[src/verilog/rom_loader_config.svh]
// ROM loader configuration
// Address width, iNES header layout, page sizes, queue depth and slot timing
`ifndef ROM_LOADER_CONFIG_SVH
`define ROM_LOADER_CONFIG_SVH

// Console memory map
`define LOADER_ADDR_W 22
`define CHR_BASE_ADDR 22'h20_0000 // CHR data lives above bit 21

// iNES file layout
`define INES_HEADER_BYTES 16
`define PRG_PAGE_SHIFT 14 // 16 KiB PRG pages
`define CHR_PAGE_SHIFT 13 // 8 KiB CHR pages

// Write path
`define WRITE_QUEUE_DEPTH 4
`define MEM_SLOT_PERIOD 4 // Console core runs every fourth clock

`endif

[src/verilog/rom_loader_pkg.sv]
// ROM loader types
// Parser states, image magic word and the mapper flag word seen by the core
`include "rom_loader_config.svh"

package rom_loader_pkg;

	typedef enum logic [2:0] {
		ST_HEADER,
		ST_PRG,
		ST_CHR,
		ST_ERROR,
		ST_DONE
	} loader_state_e;

	// "NES" followed by MS-DOS end of file
	typedef enum logic [31:0] {
		MAGIC_INES = 32'h4E45_531A
	} image_magic_e;

	typedef struct packed {
		logic [6:0] pad;
		logic [7:0] submapper;   // NES 2.0 only
		logic       four_screen;
		logic       chr_ram;     // No CHR ROM in the image
		logic       mirroring;
		logic [2:0] chr_size;
		logic [2:0] prg_size;
		logic [7:0] mapper;
	} mapper_flags_t;

	typedef logic [`LOADER_ADDR_W-1:0] mem_addr_t;

endpackage

[src/verilog/mem_write_if.sv]
// Memory write channel
// One address/data pair per transfer, four-phase req/ack handshake
interface mem_write_if;
	import rom_loader_pkg::*;

	logic      req;
	logic      ack;
	mem_addr_t addr; // Stable from req rise until ack rise
	logic [7:0] data;

	modport producer (
		output req,
		output addr,
		output data,
		input  ack
	);

	modport consumer (
		input  req,
		input  addr,
		input  data,
		output ack
	);

endinterface

[src/verilog/ines_parser.sv]
// iNES image parser
// Collects the 16-byte header, validates it, builds the mapper flag word
// and turns the PRG and CHR payload into memory writes
`include "rom_loader_config.svh"

module ines_parser (
	input  logic                          clk,
	input  logic                          reset_nes,
	input  logic                          byte_req,
	input  logic [7:0]                    byte_data,
	input  logic                          invert_mirroring,
	input  logic                          queue_drained,
	output logic                          byte_ack,
	output rom_loader_pkg::mapper_flags_t mapper_flags,
	output logic                          busy,
	output logic                          done,
	output logic                          error,
	mem_write_if.producer                 wr
);
	import rom_loader_pkg::*;

	localparam int HDR_LEN   = `INES_HEADER_BYTES;
	localparam int HDR_IDX_W = $clog2(HDR_LEN);
	localparam int HDR_CNT_W = $clog2(HDR_LEN + 1);

	loader_state_e        state;
	logic [7:0]           ines [HDR_LEN];
	logic [HDR_CNT_W-1:0] hdr_cnt;
	mem_addr_t            bytes_left;
	mem_addr_t            wr_addr;

	logic byte_take, hdr_take, issue, discard;
	logic magic_ok, is_nes20, is_dirty;

	// Smallest n with pages <= 2^n, clamped to 7
	function automatic logic [2:0] size_code(input logic [7:0] pages);
		logic [2:0] code;
		code = 3'd7;
		for (int n = 6; n >= 0; n--) begin
			if (pages <= (9'd1 << n))
				code = 3'(n);
		end
		return code;
	endfunction

	assign byte_take = byte_req && !byte_ack;
	assign hdr_take  = (state == ST_HEADER) && (hdr_cnt != HDR_CNT_W'(HDR_LEN)) && byte_take;
	assign issue     = (state == ST_PRG || state == ST_CHR) && (bytes_left != '0)
			&& byte_take && !wr.req && !wr.ack;
	assign discard   = (state == ST_ERROR || state == ST_DONE) && byte_take;

	assign magic_ok = ({ines[0], ines[1], ines[2], ines[3]} == MAGIC_INES);
	assign is_nes20 = (ines[7][3:2] == 2'b10);
	assign is_dirty = !is_nes20 && ((|ines[9][7:1])
			|| (|{ines[10], ines[11], ines[12], ines[13], ines[14], ines[15]}));

	always_comb begin
		mapper_flags             = '0;
		mapper_flags.mapper      = {is_dirty ? 4'h0 : ines[7][7:4], ines[6][7:4]};
		mapper_flags.submapper   = is_nes20 ? ines[8] : 8'h00;
		mapper_flags.four_screen = ines[6][3];
		mapper_flags.chr_ram     = (ines[5] == 8'h00);
		mapper_flags.mirroring   = ines[6][0] ^ invert_mirroring;
		mapper_flags.chr_size    = size_code(ines[5]);
		mapper_flags.prg_size    = size_code(ines[4]);
	end

	// Header bytes and write payload
	always_ff @(posedge clk) begin
		if (hdr_take)
			ines[hdr_cnt[HDR_IDX_W-1:0]] <= byte_data;
		if (issue) begin
			wr.addr <= wr_addr;
			wr.data <= byte_data;
		end
	end

	always_ff @(posedge clk) begin
		if (reset_nes) begin
			state      <= ST_HEADER;
			hdr_cnt    <= '0;
			bytes_left <= '0;
			wr_addr    <= '0;
			byte_ack   <= 1'b0;
			wr.req     <= 1'b0;
			busy       <= 1'b0;
			done       <= 1'b0;
			error      <= 1'b0;
		end else begin
			if (!byte_req && byte_ack)
				byte_ack <= 1'b0; // Source has let go
			if (hdr_take || discard)
				byte_ack <= 1'b1;
			if (issue)
				wr.req <= 1'b1;
			if (wr.req && wr.ack) begin
				wr.req     <= 1'b0;
				byte_ack   <= 1'b1; // Byte is safely queued
				wr_addr    <= wr_addr + 1'b1;
				bytes_left <= bytes_left - 1'b1;
			end

			case (state)
				ST_HEADER: begin
					if (hdr_take)
						hdr_cnt <= hdr_cnt + 1'b1;
					if (hdr_cnt == HDR_CNT_W'(HDR_LEN)) begin
						if (magic_ok && !ines[6][2]) begin // Trainers unsupported
							state      <= ST_PRG;
							busy       <= 1'b1;
							wr_addr    <= '0;
							bytes_left <= mem_addr_t'(ines[4]) << `PRG_PAGE_SHIFT;
						end else begin
							state <= ST_ERROR;
						end
					end
				end
				ST_PRG: if (bytes_left == '0 && !wr.req) begin
					state      <= ST_CHR;
					wr_addr    <= `CHR_BASE_ADDR;
					bytes_left <= mem_addr_t'(ines[5]) << `CHR_PAGE_SHIFT;
				end
				ST_CHR: if (bytes_left == '0 && !wr.req && queue_drained) begin
					state <= ST_DONE;
					done  <= 1'b1;
					busy  <= 1'b0;
				end
				ST_ERROR: begin
					done  <= 1'b1;
					error <= 1'b1;
					busy  <= 1'b0;
				end
				default: ; // Done, bytes are dropped
			endcase
		end
	end

endmodule

[src/verilog/rom_loader.sv]
// ROM loader top level
// Byte stream in, slot-aligned console memory writes and mapper flags out
module rom_loader (
	input  logic                          clk,
	input  logic                          reset_nes,
	input  logic                          byte_req,
	input  logic [7:0]                    byte_data,
	input  logic                          invert_mirroring,
	output logic                          byte_ack,
	output rom_loader_pkg::mem_addr_t     mem_addr,
	output logic [7:0]                    mem_data,
	output logic                          mem_we,
	output rom_loader_pkg::mapper_flags_t mapper_flags,
	output logic                          busy,
	output logic                          done,
	output logic                          error
);

	mem_write_if parser_wr ();
	mem_write_if queue_wr ();

	logic queue_drained;

	ines_parser parser_i (
		.clk              (clk),
		.reset_nes        (reset_nes),
		.byte_req         (byte_req),
		.byte_data        (byte_data),
		.invert_mirroring (invert_mirroring),
		.queue_drained    (queue_drained),
		.byte_ack         (byte_ack),
		.mapper_flags     (mapper_flags),
		.busy             (busy),
		.done             (done),
		.error            (error),
		.wr               (parser_wr.producer)
	);

	write_queue queue_i (
		.clk           (clk),
		.reset_nes     (reset_nes),
		.queue_drained (queue_drained),
		.in            (parser_wr.consumer),
		.out           (queue_wr.producer)
	);

	slot_writer writer_i (
		.clk       (clk),
		.reset_nes (reset_nes),
		.mem_addr  (mem_addr),
		.mem_data  (mem_data),
		.mem_we    (mem_we),
		.wr        (queue_wr.consumer)
	);

endmodule

[src/verilog/slot_writer.sv]
// Memory slot writer
// Free-running slot counter; one queued write is committed per memory slot
`include "rom_loader_config.svh"

module slot_writer (
	input  logic                      clk,
	input  logic                      reset_nes,
	output rom_loader_pkg::mem_addr_t mem_addr,
	output logic [7:0]                mem_data,
	output logic                      mem_we,
	mem_write_if.consumer             wr
);

	localparam int PERIOD = `MEM_SLOT_PERIOD;
	localparam int SLOT_W = $clog2(PERIOD);

	logic [SLOT_W-1:0] slot_cnt, slot_next;
	logic commit;

	assign slot_next = (slot_cnt == SLOT_W'(PERIOD - 1)) ? '0 : slot_cnt + 1'b1;

	// Registered so mem_we and ack land on the last count
	assign commit = (slot_next == SLOT_W'(PERIOD - 1)) && wr.req && !wr.ack;

	always_ff @(posedge clk) begin
		if (commit) begin
			mem_addr <= wr.addr;
			mem_data <= wr.data;
		end
	end

	always_ff @(posedge clk) begin
		if (reset_nes) begin
			slot_cnt <= '0;
			mem_we   <= 1'b0;
			wr.ack   <= 1'b0;
		end else begin
			slot_cnt <= slot_next;
			mem_we   <= commit; // Single-cycle strobe
			if (commit)
				wr.ack <= 1'b1;
			else if (!wr.req)
				wr.ack <= 1'b0;
		end
	end

endmodule

[src/verilog/write_queue.sv]
// Memory write queue
// Small FIFO of address/data pairs with a four-phase handshake on each side
`include "rom_loader_config.svh"

module write_queue (
	input  logic          clk,
	input  logic          reset_nes,
	output logic          queue_drained,
	mem_write_if.consumer in,
	mem_write_if.producer out
);
	import rom_loader_pkg::*;

	localparam int DEPTH = `WRITE_QUEUE_DEPTH;
	localparam int PTR_W = $clog2(DEPTH);
	localparam int CNT_W = $clog2(DEPTH + 1);

	mem_addr_t  addr_mem [DEPTH];
	logic [7:0] data_mem [DEPTH];

	logic [PTR_W-1:0] wr_ptr, rd_ptr;
	logic [CNT_W-1:0] count;
	logic push, pop, launch;

	assign push   = in.req && !in.ack && (count != CNT_W'(DEPTH)); // Waits when full
	assign pop    = out.req && out.ack;
	assign launch = !out.req && !out.ack && (count != '0);

	assign queue_drained = (count == '0) && !out.req && !out.ack;

	always_ff @(posedge clk) begin
		if (push) begin
			addr_mem[wr_ptr] <= in.addr;
			data_mem[wr_ptr] <= in.data;
		end
		if (launch) begin
			out.addr <= addr_mem[rd_ptr];
			out.data <= data_mem[rd_ptr];
		end
	end

	always_ff @(posedge clk) begin
		if (reset_nes) begin
			wr_ptr  <= '0;
			rd_ptr  <= '0;
			count   <= '0;
			in.ack  <= 1'b0;
			out.req <= 1'b0;
		end else begin
			if (push) begin
				in.ack <= 1'b1;
				wr_ptr <= wr_ptr + 1'b1;
			end else if (!in.req) begin
				in.ack <= 1'b0;
			end

			if (launch)
				out.req <= 1'b1;
			if (pop) begin
				out.req <= 1'b0;
				rd_ptr  <= rd_ptr + 1'b1; // Entry leaves only once committed
			end

			case ({push, pop})
				2'b10:   count <= count + 1'b1;
				2'b01:   count <= count - 1'b1;
				default: count <= count;
			endcase
		end
	end

endmodule
[config.mk]
export PLATFORM = sky130hd
export DESIGN_NAME = rom_loader
export DESIGN_NICKNAME = d
export VERILOG_FILES = /design/src/verilog/rom_loader_pkg.sv /design/src/verilog/mem_write_if.sv /design/src/verilog/ines_parser.sv /design/src/verilog/rom_loader.sv /design/src/verilog/slot_writer.sv /design/src/verilog/write_queue.sv
export VERILOG_INCLUDE_DIRS = /design/src /design/src/verilog
export SDC_FILE = /design/constraint.sdc
export NUM_CORES = 1
export LEC_CHECK = 0
export BUFFER_PORTS_ARGS = -buffer_cell sky130_fd_sc_hd__buf_2
export CAP_MARGIN = 20
export CORE_AREA = 8 8 197 199
export DETAILED_ROUTE_END_ITERATION = 16
export DIE_AREA = 0 0 205 207
export PLACE_DENSITY = 0.7
export SETUP_SLACK_MARGIN = 0.05
export SLEW_MARGIN = 20
export SYNTH_ARGS = -nofsm -noshare
export SYNTH_HDL_FRONTEND = slang
export SYNTH_SLANG_ARGS = --single-unit
export TNS_END_PERCENT = 20
[constraint.sdc]
create_clock -name clk -period 3.1 [get_ports clk]
set_input_delay 0.31 -clock clk [delete_from_list [all_inputs] [get_ports clk]]
set_output_delay 0.31 -clock clk [all_outputs]
set_load 0.02 [all_outputs]
==> load_flow_metrics.sql <==
INSERT INTO impl_metrics (metric_group, metric, value, unit) VALUES
('run_status', 'outcome', 'complete, no violations', ''),
('setup_path', 'critical_path_arrival', '2.37', 'ns'),
('routing', 'first_pass_iteration_count_of_the_detailed_router', '5', ''),
('setup_path', 'crit_path_max_incr_delay', '0.47', 'ns'),
('global_route', 'grt_remaining_overflow', '0', ''),
('yosys', 'number_of_enable_type_register_cells_in_the_synthesized_netlist', '334', ''),
('pwr', 'share_clk_of_total_power', '0.434', ''),
('min_path', 'timing.hold.worst_path_depth', '3', ''),
('yosys', 'ys_types', '53', ''),
('job', 'maxCapViolCount', '0', ''),
('setup_path', 'reg2reg_depth', '6', ''),
('setup_path', 'critPathLaunchType', 'flop', ''),
('sta', 'timing_max_transition_violations_final', '0', ''),
('sta', 'unrepaired_setup_endpoints_after_global_routing', 'false', ''),
('routing', 'vias', '7444', ''),
('clock_tree', 'clock-sinks', '404', ''),
('yosys', 'synth-async-reset-ratio', '0', ''),
('clock_tree', 'cts-buffers-inserted', '41', ''),
('cells_and_area', 'synthToLayoutAreaGrowth', '15.0', '%'),
('sta', 'post-route-period-util', '0.865', ''),
('pwr', 'seq_power_share', '0.554', ''),
('place', 'port-buffer-count', '71', ''),
('clock_tree', 'cts.root.buffer_cell', 'clkbuf_16', ''),
('yosys', 'yosys_register_bits', '404', ''),
('cells_and_area', 'layout.cells.most_common_list', 'edfxtp_1 (334), nor2_1 (95), buf_2 (71)', ''),
('place', 'gp_congestion', '0.789', ''),
('clock_tree', 'postCtsSetupRepairBufs', '0', ''),
('pwr', 'power_leakage', '5.63', 'nW'),
('routing', 'avgViaCountPerCell', '4.99', ''),
('routing', 'drc', '0', ''),
('global_route', 'maximum_number_of_pins_on_one_net_before_global_route_repair', '37', ''),
('min_path', 'worst_hold_path_type', 'in -> reg', ''),
('die', 'design.core.area', '35900', 'um2'),
('clock_tree', 'cts_htree_levels', '2', ''),
('cells_and_area', 'final_common_cell', 'edfxtp_1', ''),
('setup_path', 'ordered_cell_list_for_the_critical_path', 'or3_1 > nor3b_1 > a21oi_1 > a21oi_1 > a31oi_1 > o32a_1 > buf_2', ''),
('yosys', 'postSynthAreaPerCell', '16.7', 'um2'),
('die', 'initial_core_util', '0.412', ''),
('clock_tree', 'clk_latency', '0.54', 'ns'),
('clock_tree', 'cts_tree', 'done', ''),
('routing', 'totalWireLength', '25.6', 'mm'),
('cells_and_area', 'post_route_cell_area', '17000', 'um2'),
('sta', 'fin_tns_setup', '0', 'ns'),
('clock_tree', 'postCtsHoldBufs', '0', ''),
('routing', 'drt_iter0_markers', '468', ''),
('setup_path', 'worst_endpoint_required_time', '2.79', 'ns'),
('clock_tree', 'cts.clk_slew.worst_paths', '0.05', 'ns'),
('pwr', 'switching_power', '2.07', 'mW'),
('sta', 'worst_clock_skew_on_the_final_layout', '0.0253', 'ns'),
('setup_path', 'cp_max_fo', '6', ''),
('setup_path', 'criticalPathCategory', 'reg -> out', ''),
('clock_tree', 'maximum_buffer_depth_of_the_clock_tree', '3', ''),
('global_route', 'wire_length_of_the_first_global_routing_pass', '40.4', 'mm'),
('pwr', 'power.share.combinational', '0.012', ''),
('yosys', 'synthesis.instances', '889', ''),
('global_route', 'via_count_of_the_first_global_routing_pass', '7571', ''),
('die', 'placement_rows', '70', ''),
('yosys', 'ys.warnings.count', '0', ''),
('sta', 'timing.final.setup_violations', '0', ''),
('pwr', 'power_per_cell_area', '622', 'nW/um2'),
('global_route', 'antenna_violations_before_repair', '0', ''),
('setup_path', 'slowest_stage', 'or3_1', ''),
('sta', 'worst_relative_slew_slack', '0.483', ''),
('pwr', 'ir_drop', '489', 'uV'),
('die', 'die_height', '207', 'um'),
('die', 'die_w', '205', 'um'),
('die', 'pin_count', '79', ''),
('place', 'placed_area', '15800', 'um2'),
('setup_path', 'critical_path.endpoint_type', 'output pin', ''),
('setup_path', 'critical_path.most_common_cell', 'a21oi_1', ''),
('pwr', 'intPower', '8.53', 'mW');
sequential cells by signal (all words and copies together) (netlist names), 5 cells and up:
name                 count
parser_i.bytes_left     22
parser_i.hdr_cnt         5
parser_i.ines          124
parser_i.wr.addr        22
parser_i.wr.data         8
parser_i.wr_addr        22
queue_i.addr_mem        88
queue_i.data_mem        32
queue_i.out.addr        22
queue_i.out.data         8
writer_i.mem_addr       22
writer_i.mem_data        8
power groups by stage:
| stage | registers [mW] | logic [mW] | clock network, mW |
|---|---|---|---|
| 2_1_floorplan | 5.98 | 0.0685 | 0 |
| 3_3_place_gp | 5.98 | 0.125 | 0 |
| 3_5_place_dp | 5.98 | 0.127 | 0 |
| 4_1_cts | 5.87 | 0.128 | 4.73 |
| 5_1_grt | 5.87 | 0.141 | 4.93 |
| 6_report | 5.87 | 0.126 | 4.60 |
critical path: cells and delay by family, from the launching register on:
kind                   cells  cell delay, ns
and+or+nand+nor            2            0.69
AOI/OAI and AO/OA          4            0.54
DFF                        1            0.44
buffers and inverters      1            0.16
layout make-up:
cell class / count / area [um2]
inverter: 22 / 82.6
timing repair buffer: 90 / 510
sequential: 404 / 11400
clock buffer: 58 / 1130
tap: 468 / 586
fill: 3039 / 18900
multi-input combinational: 434 / 3140
clock inverter: 16 / 141
worst paths after layout:
path / from / endpoint / slack [ns]
worst max-delay path: parser_i.ines[5][0]$_DFFE_PP_ / mapper_flags[11] / 0.42
worst min-delay path: byte_req / parser_i.byte_ack$_SDFFE_PP0P_ / 0.06
worst max register to register: parser_i.bytes_left[8]$_SDFF_PP0_ / parser_i.bytes_left[17]$_SDFF_PP0_ / 0.53
worst min register to register: queue_i.out.data[3]$_DFFE_PP_ / writer_i.mem_data[3]$_DFFE_PP_ / 0.40
logic make-up after synthesis:
kind of cell	synth area share
XOR/XNOR	0.0308
buffers and inverters	0.0175
other	0.000253
AO/OA/AOI/OAI	0.0243
adder cells (fa/ha/maj)	0.0123
flip-flops	0.772
multiplexers	0.0478
AND/OR/NAND/NOR	0.0949
through the flow:
| stage | setup slack [ns] | cells | hold WS [ns] | util | power, mW |
|---|---|---|---|---|---|
| finish | 0.418 | 1492 | 0.0617 | 0.474 | 10.6 |
| global route | 0.174 | 1492 | 0.0653 | 0.474 | 10.9 |
| CTS | 0.389 | 1492 | 0.0349 | 0.474 | 10.7 |
| detailed placement | 0.552 | 1418 | 0.405 | 0.439 | 6.11 |
| global placement | 0.649 | 1418 | 0.404 | 0.439 | 6.11 |
| floorplan | 0.146 | 895 | 0.400 | - | 6.05 |
cell usage after synthesis (all sizes together), types with 2 or more instances:
library cell,n,share of area
a21oi,23,0.0078
and2,19,0.0080
inv,22,0.0056
o22ai,2,0.00085
nor2b,5,0.0021
and3,6,0.0025
o21ba,2,0.0014
nor2,96,0.024
dfxtp,70,0.095
mux4,30,0.046
or3,8,0.0037
nand3,15,0.0051
o21a,2,0.0010
nand2b,5,0.0021
clkbuf,19,0.0048
o21ai,5,0.0017
nor4b,3,0.0018
o32a,2,0.0014
edfxtp,334,0.68
a22oi,9,0.0046
xor2,18,0.011
nand4,11,0.0046
a31oi,4,0.0017
ha,13,0.011
nand2,36,0.0091
xnor2,34,0.020
buf,16,0.0071
or4,4,0.0025
mux2i,2,0.0014
nor3,28,0.010
and4,2,0.0012
nor4,23,0.011
nor3b,3,0.0015
nand4b,3,0.0018
a211oi,2,0.0010
nor4bb,3,0.0020
routing by layer:
| metal | track usage | vias up | wire, um |
|---|---|---|---|
| li1 | - | 3549 | - |
| met1 | 0.154 | 3703 | 11600 |
| met2 | 0.194 | 150 | 12200 |
| met3 | 0.0276 | 42 | 1310 |
| met4 | 0.0375 | 0 | 510 |
| met5 | 0 | - | 0 |
Power figures use the tool's default switching activity.
